### src/decodePkg.sv
// ****************************************
// Shared decode stage definitions
// Opcodes, function codes, ALU codes,
// immediate and branch selects, and the
// instruction word union
// ****************************************
package decodePkg;

    // Opcodes in bits 15 to 11
    localparam logic [4:0] OP_HALT  = 5'b00000;
    localparam logic [4:0] OP_NOP   = 5'b00001;
    localparam logic [4:0] OP_J     = 5'b00100;
    localparam logic [4:0] OP_ADDI  = 5'b01000;
    localparam logic [4:0] OP_SUBI  = 5'b01001;
    localparam logic [4:0] OP_XORI  = 5'b01010;
    localparam logic [4:0] OP_ANDNI = 5'b01011;
    localparam logic [4:0] OP_BEQZ  = 5'b01100;
    localparam logic [4:0] OP_BNEZ  = 5'b01101;
    localparam logic [4:0] OP_ST    = 5'b10000;
    localparam logic [4:0] OP_LD    = 5'b10001;
    localparam logic [4:0] OP_LBI   = 5'b11000;
    localparam logic [4:0] OP_RALU  = 5'b11011;

    // Function field of the register ALU group, same order as the
    // low two opcode bits of the immediate ALU forms
    localparam logic [1:0] FN_ADD  = 2'b00;
    localparam logic [1:0] FN_SUB  = 2'b01;
    localparam logic [1:0] FN_XOR  = 2'b10;
    localparam logic [1:0] FN_ANDN = 2'b11;

    // ALU operations
    localparam logic [1:0] ALU_ADD   = 2'b00;
    localparam logic [1:0] ALU_XOR   = 2'b01;
    localparam logic [1:0] ALU_ANDN  = 2'b10;
    localparam logic [1:0] ALU_PASSB = 2'b11;

    // Where the ALU operation comes from
    localparam logic [1:0] CLS_NONE = 2'b00;
    localparam logic [1:0] CLS_IMM  = 2'b01;
    localparam logic [1:0] CLS_REG  = 2'b10;
    localparam logic [1:0] CLS_ADDR = 2'b11;

    // Immediate extension
    localparam logic [1:0] IMM_S5  = 2'b00;
    localparam logic [1:0] IMM_Z5  = 2'b01;
    localparam logic [1:0] IMM_S8  = 2'b10;
    localparam logic [1:0] IMM_S11 = 2'b11;

    // Branch conditions
    localparam logic [1:0] BR_NONE = 2'b00;
    localparam logic [1:0] BR_EQZ  = 2'b01;
    localparam logic [1:0] BR_NEZ  = 2'b10;

    // Destination register field
    localparam logic [1:0] DST_RFORM = 2'b00;
    localparam logic [1:0] DST_IFORM = 2'b01;
    localparam logic [1:0] DST_RS    = 2'b10;

    // One instruction word, register view and immediate view
    typedef union packed {
        struct packed {
            logic [4:0] opcode;
            logic [2:0] rs;
            logic [2:0] rt;
            logic [2:0] rd;
            logic [1:0] func;
        } rForm;
        struct packed {
            logic [4:0] opcode;
            logic [2:0] rs;
            logic [2:0] rdI;
            logic [4:0] imm5;
        } iForm;
    } instrWord_u;

endpackage
### src/decode.sv
// ****************************************
// Decode stage top level
// Register read, immediate extension and
// the output pipeline register
// ****************************************
`timescale 1ns/100ps
`default_nettype none

module decode import decodePkg::*; (
    input  logic        clk,
    input  logic        rst,
    input  logic        instrValid,
    output logic        instrReady,
    input  logic [15:0] instr,
    input  logic        wbEn,
    input  logic [2:0]  wbReg,
    input  logic [15:0] wbData,
    output logic        outValid,
    input  logic        outReady,
    output logic [15:0] rsData,
    output logic [15:0] rtData,
    output logic [15:0] imm,
    output logic [2:0]  dstReg,
    output logic [1:0]  aluOp,
    output logic        invA,
    output logic        invB,
    output logic        cin,
    output logic        useImm,
    output logic        regWrite,
    output logic        memRead,
    output logic        memWrite,
    output logic [1:0]  branch,
    output logic        jump,
    output logic        halt,
    output logic        err
);

    instrWord_u  iw;
    logic [1:0]  aluClass;
    logic [1:0]  immSel;
    logic [1:0]  dstKind;
    logic [15:0] rsNext, rtNext, immNext;
    logic [2:0]  dstNext;
    logic [1:0]  aluOpNext, branchNext;
    logic        invANext, invBNext, cinNext, useImmNext, regWriteNext;
    logic        memReadNext, memWriteNext, jumpNext, haltNext, errNext;
    logic        accept;

    assign iw = instr;

    controlUnit ctrl (.instr(iw), .aluClass(aluClass), .immSel(immSel), .useImm(useImmNext),
                      .regWrite(regWriteNext), .dstKind(dstKind), .memRead(memReadNext),
                      .memWrite(memWriteNext), .branch(branchNext), .jump(jumpNext),
                      .halt(haltNext), .err(errNext));

    aluControl aluCtrl (.aluClass(aluClass), .opLow(iw.rForm.opcode[1:0]),
                        .func(iw.rForm.func), .aluOp(aluOpNext), .invA(invANext),
                        .invB(invBNext), .cin(cinNext));

    regFileBypass regFile (.clk(clk), .rst(rst), .rdSel1(iw.rForm.rs), .rdSel2(iw.rForm.rt),
                           .wrSel(wbReg), .wrData(wbData), .wrEn(wbEn),
                           .rdData1(rsNext), .rdData2(rtNext));

    // Destination field differs per format
    always_comb begin
        case (dstKind)
            DST_IFORM: dstNext = iw.iForm.rdI;
            DST_RS:    dstNext = iw.rForm.rs;
            default:   dstNext = iw.rForm.rd;
        endcase
    end

    always_comb begin
        case (immSel)
            IMM_Z5:  immNext = {11'd0, iw.iForm.imm5};
            IMM_S8:  immNext = {{8{instr[7]}}, instr[7:0]};
            IMM_S11: immNext = {{5{instr[10]}}, instr[10:0]};
            default: immNext = {{11{iw.iForm.imm5[4]}}, iw.iForm.imm5};
        endcase
    end

    // Single output slot, refilled in the cycle it drains
    assign instrReady = !outValid || outReady;
    assign accept     = instrValid && instrReady;

    always_ff @(posedge clk) begin
        if (rst) begin
            outValid <= 1'b0;
        end else if (instrReady) begin
            outValid <= instrValid;
        end
    end

    always_ff @(posedge clk) begin
        if (accept) begin
            rsData   <= rsNext;
            rtData   <= rtNext;
            imm      <= immNext;
            dstReg   <= dstNext;
            aluOp    <= aluOpNext;
            invA     <= invANext;
            invB     <= invBNext;
            cin      <= cinNext;
            useImm   <= useImmNext;
            regWrite <= regWriteNext;
            memRead  <= memReadNext;
            memWrite <= memWriteNext;
            branch   <= branchNext;
            jump     <= jumpNext;
            halt     <= haltNext;
            err      <= errNext;
        end
    end

endmodule

`default_nettype wire

### src/regFileBypass.sv
// ****************************************
// Register file, 8 x 16 bits
// Two read ports, one write port and a
// write-to-read bypass
// ****************************************
`timescale 1ns/100ps
`default_nettype none

module regFileBypass (
    input  logic        clk,
    input  logic        rst,
    input  logic [2:0]  rdSel1,
    input  logic [2:0]  rdSel2,
    input  logic [2:0]  wrSel,
    input  logic [15:0] wrData,
    input  logic        wrEn,
    output logic [15:0] rdData1,
    output logic [15:0] rdData2
);

    logic [15:0] regs [8];
    logic        hit1;
    logic        hit2;

    always_ff @(posedge clk) begin
        if (rst) begin
            regs <= '{default: '0};
        end else if (wrEn) begin
            regs[wrSel] <= wrData;
        end
    end

    // Same-cycle write wins over the stored value
    assign hit1 = wrEn && (wrSel == rdSel1);
    assign hit2 = wrEn && (wrSel == rdSel2);

    assign rdData1 = hit1 ? wrData : regs[rdSel1];
    assign rdData2 = hit2 ? wrData : regs[rdSel2];

endmodule

`default_nettype wire

### src/aluControl.sv
// ****************************************
// ALU control decoder
// Operation select and operand invert and
// carry controls
// ****************************************
`timescale 1ns/100ps
`default_nettype none

module aluControl import decodePkg::*; (
    input  logic [1:0] aluClass,
    input  logic [1:0] opLow,
    input  logic [1:0] func,
    output logic [1:0] aluOp,
    output logic       invA,
    output logic       invB,
    output logic       cin
);

    logic [1:0] fnCode;

    // Immediate forms carry the function in the opcode low bits
    assign fnCode = (aluClass == CLS_REG) ? func : opLow;

    always_comb begin
        aluOp = ALU_PASSB;
        invA  = 1'b0;
        invB  = 1'b0;
        cin   = 1'b0;
        case (aluClass)
            CLS_NONE: aluOp = ALU_PASSB;
            CLS_ADDR: aluOp = ALU_ADD;
            default: begin
                case (fnCode)
                    FN_ADD: aluOp = ALU_ADD;
                    // B - A as ~A + B + 1
                    FN_SUB: begin
                        aluOp = ALU_ADD;
                        invA  = 1'b1;
                        cin   = 1'b1;
                    end
                    FN_XOR: aluOp = ALU_XOR;
                    default: begin
                        aluOp = ALU_ANDN;
                        invB  = 1'b1;
                    end
                endcase
            end
        endcase
    end

endmodule

`default_nettype wire

### src/controlUnit.sv
// ****************************************
// Main opcode decoder
// Register, memory, immediate, branch and
// error controls
// ****************************************
`timescale 1ns/100ps
`default_nettype none

module controlUnit import decodePkg::*; (
    input  instrWord_u instr,
    output logic [1:0] aluClass,
    output logic [1:0] immSel,
    output logic       useImm,
    output logic       regWrite,
    output logic [1:0] dstKind,
    output logic       memRead,
    output logic       memWrite,
    output logic [1:0] branch,
    output logic       jump,
    output logic       halt,
    output logic       err
);

    always_comb begin
        // Defaults describe a NOP
        aluClass = CLS_NONE;
        immSel   = IMM_S5;
        useImm   = 1'b0;
        regWrite = 1'b0;
        dstKind  = DST_RFORM;
        memRead  = 1'b0;
        memWrite = 1'b0;
        branch   = BR_NONE;
        jump     = 1'b0;
        halt     = 1'b0;
        err      = 1'b0;

        case (instr.rForm.opcode)
            OP_HALT: begin
                halt = 1'b1;
            end
            OP_NOP: begin
            end
            OP_ADDI, OP_SUBI: begin
                aluClass = CLS_IMM;
                useImm   = 1'b1;
                regWrite = 1'b1;
                dstKind  = DST_IFORM;
            end
            // Logical immediates are zero extended
            OP_XORI, OP_ANDNI: begin
                aluClass = CLS_IMM;
                immSel   = IMM_Z5;
                useImm   = 1'b1;
                regWrite = 1'b1;
                dstKind  = DST_IFORM;
            end
            OP_ST: begin
                aluClass = CLS_ADDR;
                useImm   = 1'b1;
                memWrite = 1'b1;
                dstKind  = DST_IFORM;
            end
            OP_LD: begin
                aluClass = CLS_ADDR;
                useImm   = 1'b1;
                memRead  = 1'b1;
                regWrite = 1'b1;
                dstKind  = DST_IFORM;
            end
            // LBI writes the sign-extended byte into rs
            OP_LBI: begin
                immSel   = IMM_S8;
                useImm   = 1'b1;
                regWrite = 1'b1;
                dstKind  = DST_RS;
            end
            OP_RALU: begin
                aluClass = CLS_REG;
                regWrite = 1'b1;
            end
            OP_BEQZ: begin
                immSel = IMM_S8;
                branch = BR_EQZ;
            end
            OP_BNEZ: begin
                immSel = IMM_S8;
                branch = BR_NEZ;
            end
            OP_J: begin
                immSel = IMM_S11;
                jump   = 1'b1;
            end
            default: begin
                err = 1'b1;
            end
        endcase
    end

endmodule

`default_nettype wire

### config.mk
export PLATFORM = sky130hd
export DESIGN_NAME = decode
export DESIGN_NICKNAME = d
export VERILOG_FILES = /design/src/decodePkg.sv /design/src/decode.sv /design/src/regFileBypass.sv /design/src/aluControl.sv /design/src/controlUnit.sv
export SDC_FILE = /design/constraint.sdc
export NUM_CORES = 1
export LEC_CHECK = 0
export BUFFER_PORTS_ARGS = -buffer_cell sky130_fd_sc_hd__buf_4
export CAP_MARGIN = 0
export CORE_MARGIN = 3
export CORE_UTILIZATION = 60
export DETAILED_ROUTE_END_ITERATION = 7
export PLACE_DENSITY = 0.81
export SYNTH_ARGS = -nofsm -noshare
export SYNTH_HDL_FRONTEND = slang
export SYNTH_HIERARCHICAL = 1
export SYNTH_SLANG_ARGS = --single-unit
### constraint.sdc
create_clock -name clk -period 5.4 [get_ports clk]
set_input_delay 0.54 -clock clk [delete_from_list [all_inputs] [get_ports clk]]
set_output_delay 0.54 -clock clk [all_outputs]
set_load 0.05 [all_outputs]
# Word level (Yosys, flattened, before mapping)
# Cells that the tools add are included.
# classes
bitwise,3
n_eq_ne,23
mux,29
reduce_logical,20
order_cmp,4
# op_table
op,count
bitwise mux 128 bit,1
two-way mux 16 bit,7
binary-select mux 16 bit (select 3 bit),2
demux 16 bit (select 3 bit),1
case mux 16 bit (3 select lines),1
== test 5 x 4 -> 1 bit (second input constant),6
== test 5 bit (second input constant),4
case mux 2 bit (2 select lines),4
OR reduction 7 bit,2
OR reduction 13 bit,1
== test 2 bit (second input constant),6
>= comparator 4 bit (second input constant),3
NOT 3 -> 4 bit,3
case mux 2 bit (3 select lines),2
two-way mux 1 bit,9
OR reduction 2 bit,4
== test 2 x 1 -> 1 bit (second input constant),3
== test 3 bit,2
case mux 3 bit (2 select lines),1
OR reduction 3 bit,2
OR reduction 6 bit,1
== test 5 x 1 -> 1 bit (second input constant),1
== test 5 x 3 -> 1 bit (second input constant),1
logical NOT 5 bit,1
7 further kinds,11
# word_totals
ff_bits,193
word_cells,103
output_inout_bits,67

# Logic depth before layout (Yosys ltp)
# Gate-level depths: netlist of run 1.
# logic_depth
ltp_word,9
ltp_mapped,9
mapped_depth_nobuf,7

# By module
# Netlist of run 1, hierarchy kept.
# by_module_without_submodules
module,area_per_inst_um2,cells_each,seq_area_each_um2,n_inst
regFileBypass,7415.9,747,2562.5,1
decode,2055.7,95,1821.7,1
controlUnit,256.5,46,0.0,1
aluControl,118.9,16,0.0,1

# Worst setup path after synthesis of run 1
# No wires, ideal clock.
# synth_path
kind,in2reg
start,input port outReady
end,register aluOp[0] (enable)
required_time_ns,4.976
path_slack_ns,2.475
path_stages,2
t_arrival_ns,2.501
cell_sequence,nand2b_1 and2_1
# synth_via
elab_chain_cells,2
# synth_lines
item,line_no,source
start: declaration,decode.sv:19,"input logic outReady,"
logical OR 1 bit,decode.sv:83,assign instrReady = !outValid || outReady;
logical AND 1 bit,decode.sv:84,assign accept = instrValid && instrReady;
via accept,decode.sv:47,logic accept;
end signal: assignment,decode.sv:100,aluOp <= aluOpNext;
end: declaration,decode.sv:24,"output logic [1:0] aluOp,"
# The timed path passes the listed nets, and every way through them passes these cells.
# A chain may end at the register's enable or synchronous reset.

# Worst setup path after layout of run 1
# layout_path
start,input port instr[6]
end,register rtData[13] (data pin)
# layout_via
elab_chain_cells,5
# layout_lines
item,line_no,source
start: declaration,decode.sv:14,"input logic [15:0] instr,"
NOT 3 -> 4 bit (not written as such),regFileBypass.sv:38,assign rdData2 = hit2 ? wrData : regs[rdSel2];
binary-select mux 16 bit (select 3 bit),regFileBypass.sv:38,
two-way mux 16 bit (not written as such) (2 in series),regFileBypass.sv:38,
two-way mux 16 bit (*),regFileBypass.sv:38,
via rtNext[13],decode.sv:42,"logic [15:0] rsNext, rtNext, immNext;"
end signal: assignment,decode.sv:97,rtData <= rtNext;
end: declaration,decode.sv:21,"output logic [15:0] rtData,"
# Mark *: on every way through the listed nets, which the timed path passes. The rest lies on a longest branch. The select of a mux whose other input is x is not followed.

==> results_dict.tcl, run 1 <==
set metrics [dict create \
    postCtsResizedCells 0 \
    die_w_um 134 \
    status "complete, no violations" \
    grt_pass1_vias 7124 \
    fp-row-count 46 \
    multi_input_area_um2 4780 \
    slew_headroom 0.148 \
    htreeDepth 4 \
    setup_viol 0 \
    nNetsFinal 983 \
    synth-compound-area-share 0.0827 \
    peakVddDrop_mv 0.262 \
    cts_tree "done" \
    path_clk_slew_ns 0.06 \
    area_growth_pct 10.8 \
    yosysWarnings 6 \
    slowest_stage "nand4_2" \
    fmaxAchievable_mhz 417 \
    max-cap-violations 0 \
    clockBufferDepth 2 \
    io_buffers 106 \
    synth-seq-cells 189 \
    slew_violations 0 \
    dieArea_um2 18000 \
    synth_cell_types 52 \
    critPathKind "in -> reg" \
    fin_skew_ns 0.00793 \
    avgSynthCellArea_um2 10.9 \
    ys_seq_area_frac 0.445 \
    grt_pass1_wl_um 37500 \
    n_fill_cell 1188 \
    muxShareOfSynthArea 0.247 \
    synth_adder_area_share 0.00508 \
    cts_made_buffers 17 \
    num_io_pins 107 \
    post-route-min-period_ns 2.40 \
    syn_inst 904 \
    startpoint_type "input port" \
    cts_setup_buffers 0 \
    synth_nets 948 \
    antenna_left 0 \
    cts_root_buf "clkbuf_16" \
    arrival_ns 2.57 \
    route.detailed.drc 0 \
    antenna_found_initial 0 \
    drive_gt1_frac 0.250 \
    mostFrequentLayoutCells "266 x nand2_1, 135 x a21oi_1, 129 x dfxtp_1" \
    final_common_cell "nand2_1" \
    synth_edf_count 60 \
    p_per_area_nw_per_um2 303 \
    async_flop_share 0 \
    synthXorXnorAreaFrac 0.00534 \
    synthFlopType "dfxtp_1" \
    tns_ns 0 \
    firstDrtPassIters 6 \
    grt_max_degree 67 \
    worstSetupEndpointType "flip-flop" \
    crit_family "simple AND/OR/NAND/NOR gates" \
    grt.overflow.total 0 \
    hold_viol_final 0 \
    dp_hpwl_um 14400 \
    clock_sinks 189 \
    vias 7296 \
    final.period_utilization 0.444 \
    synth_top_family_by_area "multiplexers" \
    cts_hold_buf 0 \
    rsz0062_at_grt "no" \
    totalWireLength_um 24500 \
    vias_per_cell 6.25 \
    routedWlPerCell_um 20.9 \
    synth-simple-area-share 0.143 \
    max_stage_delay_ns 0.76 \
    hold_class "in -> reg" \
    p_leak_uw 0.00426 \
    crit_chain "buf_4 > xnor2_1 > nand4_2 > mux2_4" \
    drtIter0Drc 570 \
    clkLatencyLatePin_ns 0.44 \
    grt_usage 0.270 \
    tightest_slew_ns 1.27 \
    hold_slack_ns 0.290 \
    seqCellArea_um2 4380 \
    n_antenna_cell 0 \
    cp.required_ns 5.58 \
    netlist_area_um2 9850 \
    critPathMaxFanout 35 \
    coreArea_um2 16000 \
    fp.dieH_um 134 \
    cp_num_buf_inv 1 \
    start_util 0.615 \
    place_congestion 0.799 \
]
[final cells by class]
type	count	area share
Sequential cell	189	0.402
Clock buffer	25	0.0478
Timing Repair Buffer	111	0.0764
Clock inverter	7	0.00871
Multi-Input combinational cell	612	0.438
Tap cell	216	0.0248
Inverter	8	0.00275
[synthesized netlist by cell type (3+ instances only)]
| master | count | area share |
|---|---|---|
| edfxtp_1 | 60 | 0.18 |
| mux2_4 | 20 | 0.030 |
| a21oi_1 | 135 | 0.069 |
| buf_12 | 4 | 0.0081 |
| mux4_2 | 16 | 0.037 |
| ha_1 | 4 | 0.0051 |
| clkbuf_8 | 12 | 0.017 |
| xnor2_1 | 6 | 0.0053 |
| nor2_1 | 6 | 0.0023 |
| o21ai_0 | 4 | 0.0020 |
| o21ai_1 | 3 | 0.0015 |
| inv_1 | 8 | 0.0030 |
| clkbuf_1 | 43 | 0.016 |
| mux4_1 | 48 | 0.13 |
| buf_4 | 8 | 0.0061 |
| buf_2 | 17 | 0.0086 |
| dfxtp_1 | 129 | 0.26 |
| nand3_1 | 8 | 0.0041 |
| buf_6 | 11 | 0.013 |
| a21o_2 | 3 | 0.0027 |
| nand2b_1 | 3 | 0.0019 |
| nand4bb_1 | 4 | 0.0046 |
| nand2_1 | 266 | 0.10 |
| and4b_1 | 3 | 0.0030 |
| a22oi_1 | 3 | 0.0023 |
| mux2_2 | 44 | 0.050 |
| nor4bb_1 | 3 | 0.0030 |
| nand4b_1 | 5 | 0.0044 |
[power breakdown]
part | total, µW | internal, µW | leakage [µW] | switching, µW
logic | 455 | 156 | 0.00232 | 299
clock network | 1300 | 770 | 0.000303 | 527
registers | 1550 | 1520 | 0.00164 | 25.6
total | 3300 | 2450 | 0.00426 | 852
[path summary, 6_finish.rpt]
check / from / endpoint / slack [ns] / cells past startpoint
setup reg to reg: regFile/regs[83] / rsData[3] / 3.74 / 3
hold reg to reg: regFile/regs[108] / regFile/regs[108] / 0.46 / 2
setup / recovery: instr[6] / rtData[13] / 3.00 / 4
hold / removal: instr[3] / imm[3] / 0.29 / 1
[through the flow]
stage	instances	power, µW	worst slack (ns)	area, µm²	util
5_1_grt	1168	3390	3.01	10900	0.682
4_1_cts	1168	3310	3.05	10900	0.682
6_report	1168	3300	3.00	10900	0.682
2_1_floorplan	904	1920	2.47	9850	-
3_3_place_gp	1136	2020	2.66	10300	0.643
3_5_place_dp	1136	2030	2.60	10300	0.643
[worst reg2reg max path, cell delays in order, from the launching register on]
cell	delay (ns)
dfxtp_1	0.32
mux4_1	0.52
mux2_2	0.29
mux2_2	0.27
[state kept, by name (all words and copies together), names as in the netlist]
name          count
outValid          1
err               1
regFile/regs    128
useImm            1
dstReg            3
memRead           1
imm              11
rtData           16
aluOp             2
cin               1
invA              1
rsData           16
memWrite          1
halt              1
jump              1
branch            2
regWrite          1
invB              1
[kinds of logic after synthesis]
logic type / count (synthesis)
AOI/OAI and AO/OA: 155
xor gates and xnor gates: 6
and+or+nand+nor: 318
muxes: 129
buffers and inverters: 103
DFF: 189
adders and majority gates: 4
[routing by layer]
layer | share of wire | routed length, µm | up-vias | track usage
met3 | 0.086 | 2110 | 76 | 0.0611
met1 | 0.38 | 9270 | 3510 | 0.326
met2 | 0.50 | 12400 | 407 | 0.465
met5 | 0 | 0 | - | 0
li1 | - | - | 3303 | -
met4 | 0.030 | 738 | 0 | 0.118
(Power assumes the default switching activity.)
==> run 2: changes to the inputs <==
- CORE_UTILIZATION: 60 -> 54
- PLACE_DENSITY: 0.81 -> 0.77
- clock period: 5.4 -> 2.1 ns (I/O delays scaled with it)
==> run 2 against run 1 <==
- utilization is 4.1 points lower
- first-iteration DRC count grew 7.0%
- die area rose by 11%
- combinational power rose to 2.7 times the previous value
- critical path depth fell by 1
- count of clock-buffer cells in the layout fell by 2
- register-to-register slack lost 3.3 ns
- largest cell class unchanged
- global-route usage down 1.3 points
- power grew to 2.6 times the previous value
- sequential power grew to 2.6 times the previous value
- hold slack worse by 0.27 ns
- non-clock buffer count up 36
==> results_dict.tcl, run 2 (same netlist as run 1, synthesis figures left out) <==
set metrics [dict create \
    coreArea_um2 17600 \
    clockBufferDepth 2 \
    dp.cells 1176 \
    max_stage_delay_ns 0.56 \
    startpoint_type "flip-flop" \
    fin_skew_ns 0.00581 \
    cts_setup_buffers 0 \
    dieArea_um2 19900 \
    path_clk_slew_ns 0.06 \
    grt_pass1_wl_um 39500 \
    rsz0062_at_grt "no" \
    firstDrtPassIters 5 \
    mostFrequentLayoutCells "266 x nand2_1, 135 x a21oi_1, 134 x buf_4" \
    critPathMaxFanout 3 \
    drtIter0Drc 610 \
    final.period_utilization 0.809 \
    totalWireLength_um 25600 \
    status "complete, no violations" \
    die_w_um 141 \
    start_util 0.560 \
    vias_per_cell 6.12 \
    slowest_stage "mux4_1" \
    drive_gt1_frac 0.274 \
    cp_num_buf_inv 0 \
    final_cells 1212 \
    setup_viol 0 \
    place_congestion 0.801 \
    path_common_cell "mux2_2" \
    route.detailed.drc 0 \
    worstSetupEndpointType "flip-flop" \
    clkLatencyLatePin_ns 0.44 \
    clock_sinks 189 \
    cp.required_ns 2.30 \
    final_common_cell "nand2_1" \
    n_antenna_cell 0 \
    critPathKind "reg -> reg" \
    antenna_found_initial 0 \
    cts_tree "done" \
    post-route-min-period_ns 1.70 \
    arrival_ns 1.90 \
    crit_family "multiplexers" \
    p_leak_uw 0.00446 \
    slew_headroom 0.587 \
    htreeDepth 4 \
    max-cap-violations 0 \
    fp.dieH_um 141 \
    regMostFlops "regFile/regs" \
    io_buffers 106 \
    slew_violations 0 \
    grt_pass1_vias 7009 \
    fmaxAchievable_mhz 588 \
    cts_made_buffers 17 \
    top_regs "regFile/regs x128, rsData x16, rtData x16" \
    peakVddDrop_mv 0.632 \
    post-route-util 0.641 \
    largest_register_ffs 128 \
    grt_usage 0.257 \
    grt.overflow.total 0 \
    nNetsFinal 1019 \
    hold_viol_final 0 \
    fp-row-count 48 \
    hold_class "in -> reg" \
    antenna_left 0 \
    p_per_area_nw_per_um2 750 \
    dp_hpwl_um 15600 \
    tns_ns 0 \
    num_io_pins 107 \
    area_growth_pct 14.5 \
    vias 7423 \
    routedWlPerCell_um 21.2 \
    postCtsResizedCells 0 \
    crit_chain "mux4_1 > mux2_2 > mux2_2" \
    grt_max_degree 52 \
    cts_root_buf "clkbuf_16" \
    tightest_slew_ns 0.619 \
]
-- run 2: cell count changes in the layout (fill, tap and decap cells not counted), sizes merged --
cell / change
bufinv: -1
clkbuf: -2
buf: +31
clkinv: +2
dlygate4sd3: +5
-- run 2: power breakdown --
| group | internal, µW | switching (µW) | total [µW] | leakage (µW) |
|---|---|---|---|---|
| Clock | 1840 | 1400 | 3240 | 0.000294 |
| Sequential | 3910 | 69.0 | 3980 | 0.00164 |
| Combinational | 456 | 787 | 1240 | 0.00253 |
-- run 2: repair_timing --
action,CTS,global route
endpoints found under the hold margin,5,0
setup endpoints to repair,0,0
hold buffers,5,0
-- run 2: through the flow --
step	total power [µW]	area, µm²	hold slack [ns]	setup slack (ns)
after floorplan	4940	9850	0.279	0.143
after global placement	5260	10600	0.404	0.0817
after detailed placement	5290	10600	0.403	0.0232
after CTS	8460	11300	0.0173	0.418
after global routing	8700	11300	0.0357	0.383
final	8460	11300	0.0218	0.400
-- run 2: per-layer routing --
| metal | vias up | track usage | routed length, µm |
|---|---|---|---|
| li1 | 3378 | - | - |
| met1 | 3615 | 0.344 | 10400 |
| met2 | 365 | 0.413 | 12200 |
| met3 | 65 | 0.0550 | 2300 |
| met4 | 0 | 0.0964 | 690 |
| met5 | - | 0 | 0 |
-- run 2: worst register-to-register path, delay by kind of cell (launching register included) --
| family | cells | cell delay (ns) |
|---|---|---|
| mux | 3 | 1.12 |
| flops | 1 | 0.34 |
-- run 2: area by class of cell --
type	count	area [µm²]
clock buffer	23	512
clock inverter	8	75.1
fill	1323	6320
inverter	8	30.0
multi-input combinational	612	4780
sequential	189	4380
tap	225	282
timing repair buffer	147	1220
-- run 2: worst paths after layout --
path / start / slack (ns) / end / cells past startpoint
setup / recovery: regFile/regs[33] / 0.40 / rtData[1] / 3
hold / removal: instrValid / 0.02 / outValid / 3
setup reg to reg: regFile/regs[33] / 0.40 / rtData[1] / 3
hold reg to reg: regFile/regs[56] / 0.47 / regFile/regs[56] / 2
